## src/source/rib_map_pkg.sv

```systemverilog
/*
 rib address map
 bus widths, the slave select field at the top of the address
 and the numbers of the slaves hanging off the bus
*/
package rib_map_pkg;

    localparam int ADDR_W = 32;                 // bus address width
    localparam int DATA_W = 32;                 // bus data width

    typedef logic [ADDR_W-1:0] addr_t;
    typedef logic [DATA_W-1:0] data_t;

    // top nibble of the address picks the slave, so 16 slaves at most
    localparam int SEL_W   = 4;
    localparam int SEL_LSB = ADDR_W - SEL_W;    // lowest bit of the select field

    typedef logic [SEL_W-1:0] sel_t;

    localparam int NUM_SLAVES = 4;
    localparam int SLV_IDX_W  = $clog2(NUM_SLAVES); // index into the slave ports

    localparam sel_t SLV_ROM   = sel_t'(0);     // boot rom
    localparam sel_t SLV_RAM   = sel_t'(1);     // data ram
    localparam sel_t SLV_TIMER = sel_t'(2);
    localparam sel_t SLV_UART  = sel_t'(3);

endpackage

```

## src/source/rib_arb_pkg.sv

```systemverilog
/*
 rib arbitration definitions
 master count, bus owner encoding and the read data
 an idle master sees
*/
package rib_arb_pkg;

    localparam int NUM_MASTERS = 3;

    // values double as master index
    typedef enum logic [1:0] {
        GRANT_M0 = 2'd0,                        // data port
        GRANT_M1 = 2'd1,                        // instruction fetch
        GRANT_M2 = 2'd2                         // debug port
    } grant_t;

    localparam grant_t GRANT_RESET = GRANT_M1;  // fetch owns an idle bus

    localparam rib_map_pkg::data_t IDLE_RDATA = '0;
    localparam rib_map_pkg::data_t INST_NOP   = 32'h0000_0013; // addi x0, x0, 0

endpackage

```

## src/source/rib_if.sv

```systemverilog
/*
 rib bus port
 one master or slave connection: address, write data, read data,
 ack, request and write flag with plain level handshake
*/
`timescale 1ns/1ps

interface rib_if;

    rib_map_pkg::addr_t addr;
    rib_map_pkg::data_t wdata;
    rib_map_pkg::data_t rdata;
    logic               ack;                    // access done while req high
    logic               req;                    // held until ack
    logic               we;                     // only valid with req

    modport master (
        output addr,
        output wdata,
        output req,
        output we,
        input  rdata,
        input  ack
    );

    modport slave (
        input  addr,
        input  wdata,
        input  req,
        input  we,
        output rdata,
        output ack
    );

endinterface

```

## src/source/rib_arbiter.sv

```systemverilog
/*
 rib arbiter
 fixed priority grant for the three bus masters:
 data port first, then debug, then instruction fetch.
 the owner is registered, and hold_o stalls the pipeline
 while data or debug port asks for the bus
*/
`timescale 1ns/1ps

module rib_arbiter (
    input  logic                                clk,
    input  logic                                reset_i,
    input  logic [rib_arb_pkg::NUM_MASTERS-1:0] req_i,
    output rib_arb_pkg::grant_t                 grant_o,
    output logic                                hold_o
);

    import rib_arb_pkg::*;

    grant_t next_grant;
    logic   stall_req;

    // data or debug port wants the bus
    assign stall_req = req_i[GRANT_M0] | req_i[GRANT_M2];

    always_comb begin
        if (req_i[GRANT_M0]) begin
            next_grant = GRANT_M0;
        end else if (req_i[GRANT_M2]) begin
            next_grant = GRANT_M2;
        end else begin
            next_grant = GRANT_M1;              // fetch by default
        end
    end

    assign hold_o = stall_req & ~reset_i;       // no stall during reset

    always_ff @(posedge clk) begin
        if (reset_i) begin
            grant_o <= GRANT_RESET;
        end else begin
            grant_o <= next_grant;
        end
    end

    // owner is always a real master
    a_grant_legal : assert property (
        @(posedge clk) disable iff (reset_i)
        grant_o inside {GRANT_M0, GRANT_M1, GRANT_M2}
    );

    // taking the bus from fetch stalls the pipeline, and the owner
    // follows one cycle later
    a_hold_on_steal : assert property (
        @(posedge clk) disable iff (reset_i)
        (next_grant != GRANT_M1) |-> hold_o ##1 (grant_o == $past(next_grant))
    );

endmodule

```

## src/source/rib_router.sv

```systemverilog
/*
 rib router
 combinational path between the granted master and the slaves.
 the top address nibble picks the slave, which sees the address
 with that nibble cleared; ack and read data go back to the
 owner only, other masters get their idle values
*/
`timescale 1ns/1ps

module rib_router (
    input rib_arb_pkg::grant_t grant_i,
    rib_if.slave               mst [rib_arb_pkg::NUM_MASTERS],
    rib_if.master              slv [rib_map_pkg::NUM_SLAVES]
);

    import rib_map_pkg::*;
    import rib_arb_pkg::*;

    addr_t                  m_addr  [NUM_MASTERS];
    data_t                  m_wdata [NUM_MASTERS];
    data_t                  m_rdata [NUM_MASTERS];
    logic [NUM_MASTERS-1:0] m_req;
    logic [NUM_MASTERS-1:0] m_we;
    logic [NUM_MASTERS-1:0] m_ack;

    addr_t                  s_addr  [NUM_SLAVES];
    data_t                  s_wdata [NUM_SLAVES];
    data_t                  s_rdata [NUM_SLAVES];
    logic [NUM_SLAVES-1:0]  s_req;
    logic [NUM_SLAVES-1:0]  s_we;
    logic [NUM_SLAVES-1:0]  s_ack;

    addr_t                  own_addr;
    sel_t                   own_sel;
    logic                   own_hit;            // select field maps to a slave
    logic [SLV_IDX_W-1:0]   own_slv;

    function automatic logic sel_mapped(input sel_t sel);
        case (sel)
            SLV_ROM, SLV_RAM, SLV_TIMER, SLV_UART: sel_mapped = 1'b1;
            default:                               sel_mapped = 1'b0;
        endcase
    endfunction

    // unpack the interface arrays
    for (genvar m = 0; m < NUM_MASTERS; m++) begin : g_mst
        assign m_addr[m]    = mst[m].addr;
        assign m_wdata[m]   = mst[m].wdata;
        assign m_req[m]     = mst[m].req;
        assign m_we[m]      = mst[m].we;
        assign mst[m].rdata = m_rdata[m];
        assign mst[m].ack   = m_ack[m];
    end

    for (genvar s = 0; s < NUM_SLAVES; s++) begin : g_slv
        assign slv[s].addr  = s_addr[s];
        assign slv[s].wdata = s_wdata[s];
        assign slv[s].req   = s_req[s];
        assign slv[s].we    = s_we[s];
        assign s_rdata[s]   = slv[s].rdata;
        assign s_ack[s]     = slv[s].ack;
    end

    assign own_addr = m_addr[grant_i];
    assign own_sel  = own_addr[SEL_LSB +: SEL_W];
    assign own_hit  = sel_mapped(own_sel);
    assign own_slv  = own_sel[SLV_IDX_W-1:0];

    // forward path, owner to the selected slave
    always_comb begin
        for (int s = 0; s < NUM_SLAVES; s++) begin
            s_req[s]   = 1'b0;
            s_we[s]    = 1'b0;
            s_addr[s]  = '0;
            s_wdata[s] = '0;
        end
        if (own_hit) begin
            s_req[own_slv]   = m_req[grant_i];
            s_we[own_slv]    = m_we[grant_i];
            s_addr[own_slv]  = {{SEL_W{1'b0}}, own_addr[SEL_LSB-1:0]};
            s_wdata[own_slv] = m_wdata[grant_i];
        end
    end

    // return path, selected slave back to the owner
    always_comb begin
        for (int m = 0; m < NUM_MASTERS; m++) begin
            m_ack[m]   = 1'b0;
            m_rdata[m] = (m == int'(GRANT_M1)) ? INST_NOP : IDLE_RDATA; // fetch idles on nop
        end
        if (own_hit) begin
            m_ack[grant_i]   = s_ack[own_slv];
            m_rdata[grant_i] = s_rdata[own_slv];
        end
    end

    always_comb begin
        a_one_slave : assert final ($onehot0(s_req));
    end

endmodule

```

## src/source/rib_top.sv

```systemverilog
/*
 rib bus top level
 three masters (data, fetch, debug) share one bus to four
 slaves (rom, ram, timer, uart) through the arbiter and router
*/
`timescale 1ns/1ps

module rib_top (
    input  logic                                clk,
    input  logic                                reset_i,

    // masters, indexed by master number
    input  rib_map_pkg::addr_t                  m_addr_i  [rib_arb_pkg::NUM_MASTERS],
    input  rib_map_pkg::data_t                  m_wdata_i [rib_arb_pkg::NUM_MASTERS],
    output rib_map_pkg::data_t                  m_rdata_o [rib_arb_pkg::NUM_MASTERS],
    output logic [rib_arb_pkg::NUM_MASTERS-1:0] m_ack_o,
    input  logic [rib_arb_pkg::NUM_MASTERS-1:0] m_req_i,
    input  logic [rib_arb_pkg::NUM_MASTERS-1:0] m_we_i,

    // slaves, indexed by slave number
    output rib_map_pkg::addr_t                  s_addr_o  [rib_map_pkg::NUM_SLAVES],
    output rib_map_pkg::data_t                  s_wdata_o [rib_map_pkg::NUM_SLAVES],
    input  rib_map_pkg::data_t                  s_rdata_i [rib_map_pkg::NUM_SLAVES],
    input  logic [rib_map_pkg::NUM_SLAVES-1:0]  s_ack_i,
    output logic [rib_map_pkg::NUM_SLAVES-1:0]  s_req_o,
    output logic [rib_map_pkg::NUM_SLAVES-1:0]  s_we_o,

    output logic                                hold_o      // pipeline stall
);

    import rib_map_pkg::*;
    import rib_arb_pkg::*;

    grant_t grant;

    rib_if mst_if [NUM_MASTERS] ();
    rib_if slv_if [NUM_SLAVES] ();

    for (genvar m = 0; m < NUM_MASTERS; m++) begin : g_mst
        assign mst_if[m].addr  = m_addr_i[m];
        assign mst_if[m].wdata = m_wdata_i[m];
        assign mst_if[m].req   = m_req_i[m];
        assign mst_if[m].we    = m_we_i[m];
        assign m_rdata_o[m]    = mst_if[m].rdata;
        assign m_ack_o[m]      = mst_if[m].ack;
    end

    for (genvar s = 0; s < NUM_SLAVES; s++) begin : g_slv
        assign s_addr_o[s]     = slv_if[s].addr;
        assign s_wdata_o[s]    = slv_if[s].wdata;
        assign s_req_o[s]      = slv_if[s].req;
        assign s_we_o[s]       = slv_if[s].we;
        assign slv_if[s].rdata = s_rdata_i[s];
        assign slv_if[s].ack   = s_ack_i[s];
    end

    rib_arbiter u_arbiter (
        .clk     (clk),
        .reset_i (reset_i),
        .req_i   (m_req_i),
        .grant_o (grant),
        .hold_o  (hold_o)
    );

    rib_router u_router (
        .grant_i (grant),
        .mst     (mst_if),
        .slv     (slv_if)
    );

endmodule

```

## config.mk

```make
export PLATFORM = sky130hd
export DESIGN_NAME = rib_top
export DESIGN_NICKNAME = d
export VERILOG_FILES = /design/src/source/rib_map_pkg.sv /design/src/source/rib_arb_pkg.sv /design/src/source/rib_if.sv /design/src/source/rib_arbiter.sv /design/src/source/rib_router.sv /design/src/source/rib_top.sv
export SDC_FILE = /design/constraint.sdc
export NUM_CORES = 1
export LEC_CHECK = 0
export BUFFER_PORTS_ARGS = -buffer_cell sky130_fd_sc_hd__buf_2
export CORE_AREA = 5 5 271 273
export CTS_BUF_LIST = sky130_fd_sc_hd__clkbuf_4 sky130_fd_sc_hd__clkbuf_8
export DETAILED_ROUTE_END_ITERATION = 8
export DIE_AREA = 0 0 276 278
export GPL_ROUTABILITY_DRIVEN = 0
export GPL_TIMING_DRIVEN = 0
export MAX_ROUTING_LAYER = met4
export SLEW_MARGIN = 25
export SYNTH_ARGS = -nofsm -noshare
export SYNTH_HDL_FRONTEND = slang
export SYNTH_SLANG_ARGS = --single-unit
```

## constraint.sdc

```tcl
create_clock -name clk -period 2.7 [get_ports clk]
set_input_delay 0.27 -clock clk [delete_from_list [all_inputs] [get_ports clk]]
set_output_delay 0.27 -clock clk [all_outputs]
set_load 0.005 [all_outputs]
```

==> flow_summary.ini <==
[power]
seqPwrFrac_pct = 1.5
p_leak_nw = 5.46
ir_drop_mv = 0.0975
power_density_mw_per_mm2 = 185
power.switching_mw = 1.26
intPower_mw = 0.938
switching_share_pct = 57.3
combinationalPowerShare_pct = 93.2
power_mw = 2.20
clockPowerShare_pct = 5.3

[setup_path]
crit_required_ns = 2.43
slowest_stage = nor4b_4
startpoint_type = flip-flop
critPathCaptureType = output port
max_stage_delay_ns = 0.36
startpoint = u_arbiter.grant_o[0]
crit_path_end = m_rdata_o[19]
path_cells = buf_6 -> nor4b_4 -> buf_4 -> nand2b_1 -> buf_1 -> clkbuf_1 -> o22ai_1 -> buf_2
worstPathMaxFanout = 10
critPathKind = reg2out
cp_data_arrival_time_ns = 2.47

[die]
placementRows = 98
die_w_um = 276
pin_count = 696
die_h_um = 278
initial_core_util_pct = 8.60
dieArea_mm2 = 0.0767
fp.coreArea_mm2 = 0.0709

[cells_and_area]
fin_nets = 1849
area_growth_syn_to_layout_pct = 94.4
fin_util_pct = 16.7
fin_area_mm2 = 0.0118
largest_register_ffs = 2
top_register = u_arbiter.grant_o
drive_gt1_share_pct = 67.1
fillCellCount = 8215
largest_registers = u_arbiter.grant_o (2)

[detailed_routing]
vias = 10900
drc = 0
drt_iter0_drc = 550
vias_per_cell = 4.41
postRouteWirelength_mm = 70.1
dr.pass1.iters = 5
ant_nets = 0
drt-wirelength-per-cell_um = 28.3

[yosys]
synth-edff-count = 0
postSynthCellCount = 798
synth_area_mm2 = 0.00609
synth_top_cell_by_area = a211oi_1
synthTopCellsByCount = a211oi_1, clkbuf_1, mux2i_1, o22ai_1, nand2_1
ys.flop_type = dfxtp_1
synth_top_area_share_pct = 29.6
yosys.cell_types.count = 27
yosysMostFrequentCell = a211oi_1
yosysWarnings = 0
ys_async_sr_fraction_pct = 0
synth_seq_cells = 2
synth.avg_cell_area_um2 = 7.63
synthTopCellsByArea = a211oi_1, mux4_2, mux2_2
seq_area_frac_synth_pct = 0.657

[sta]
relSlewSlack_pct = 48.2
maxSlewViolCount = 0
worst_pin_slew_ns = 0.775
hold_violations = 0
finalCritPeriodShare_pct = 101
fin_setup_tns_ns = -0.0399
max_clock_freq_mhz = 365
worst_slack_ns = -0.0399
rsz0062_at_grt = true
finalSetupViolCount = 1
post-route-min-period_ns = 2.74

[global_routing]
first_global_vias = 11000
overflow = 0
grt_max_degree = 15
grt_antenna_before_repair = 42
grt_use_total_pct = 17.3
grt_pass1_wl_mm = 92.6

[run]
drv_cap = 0

[placed_design]
dp_hpwl_mm = 61.1
detailed_place.area_mm2 = 0.0109
portBuffers = 678

[clock_tree]
cts-root-buf = clkbuf_8
clk_pin_slew_ns = 0.03
htree_levels = 1
cts_tree = done
cts_num_sinks = 2
cts_buffers = 3
cts-hold-fix-buffers = 0
cts_max_path_buffers = 2

[hold_path]
hold_path.class = in2reg

[run_status]
status = complete, but fails checks
violations = negative setup slack
-- power by group through the flow --
| stage | registers (mW) | clock network, mW | logic (mW) |
|---|---|---|---|
| floorplan | 0.0321 | 0 | 0.860 |
| global placement | 0.0322 | 0 | 1.80 |
| detailed placement | 0.0323 | 0 | 1.83 |
| CTS | 0.0322 | 0.120 | 1.99 |
| global route | 0.0322 | 0.124 | 2.17 |
| finish | 0.0321 | 0.117 | 2.05 |
-- layout by cell type (no fill, tap or decap), drive strengths merged --
cell	netlist	final
a211oi	248	248
buf	63	771
clkbuf	78	72
conb	1	16
dfxtp	2	2
diode	0	10
inv	2	2
mux2	63	63
mux2i	69	69
mux4	33	33
nand2	64	64
nand2b	3	3
nor2	1	1
nor2b	32	32
nor3b	1	1
nor4	1	1
nor4b	1	1
o21ai	62	62
o22a	1	1
o22ai	66	66
o2bb2ai	1	1
or2	4	4
or3	1	1
or4b	1	1
-- worst max-delay path: cells and delay by family, from the launching register on --
kind | cells | cell delay [ns]
AOI/OAI and AO/OA | 1 | 0.34
buffers and inverters | 5 | 1.18
DFF | 1 | 0.30
and+or+nand+nor | 2 | 0.43
-- cells by family after synthesis --
logic type	synth area share, %
AND/OR/NAND/NOR	8.85
buffers and inverters	11.9
flip-flops	0.657
AO/OA/AOI/OAI	43.4
multiplexers	35.2
other	0.0616
-- timing repair --
item / in CTS / in global routing
pin swaps: 4 / 4
buffers inserted: 8 / 2
cloned: 1 / 0
gates resized for setup: 183 / 108
setup endpoints to repair: 323 / 158
-- how the worst min path moves through the flow --
stage                          start                    to  slack [ns]  cells after the start
after floorplan           m_req_i[0]  u_arbiter.grant_o[1]        0.35                      1
after global placement       reset_i  u_arbiter.grant_o[1]        0.58                      2
after detailed placement     reset_i  u_arbiter.grant_o[1]        0.58                      2
after CTS                    reset_i  u_arbiter.grant_o[1]        0.36                      2
after global routing         reset_i  u_arbiter.grant_o[1]        0.37                      2
final                        reset_i  u_arbiter.grant_o[1]        0.35                      2
-- stage by stage --
stage                     cells  worst slack, ns  hold WS, ns
after floorplan             813            0.533        0.345
after global routing       2475          -0.0537        0.368
after detailed placement   2453            -1.70        0.579
final                      2475          -0.0399        0.346
after CTS                  2463          0.00284        0.362
after global placement     2441            -2.76        0.581
-- final cells by class --
class	count	area, um2	share of cell area [%]
plain buffers	139	968	8.18
clock buffers	3	41.3	0.349
repair buffers	701	3630	30.7
inverters	2	7.51	0.0634
well taps	950	1190	10.0
multi-input cells	668	5940	50.2
diodes	10	25.0	0.211
flip-flops and latches	2	40.0	0.338
-- layer usage --
layer | global-route usage (%) | part of all wire, %
met5 | - | 0
met2 | 30.1 | 48
met1 | 20.6 | 41
met4 | 6.03 | 5.2
met3 | 2.32 | 6.2
(Power assumes the default switching activity.)
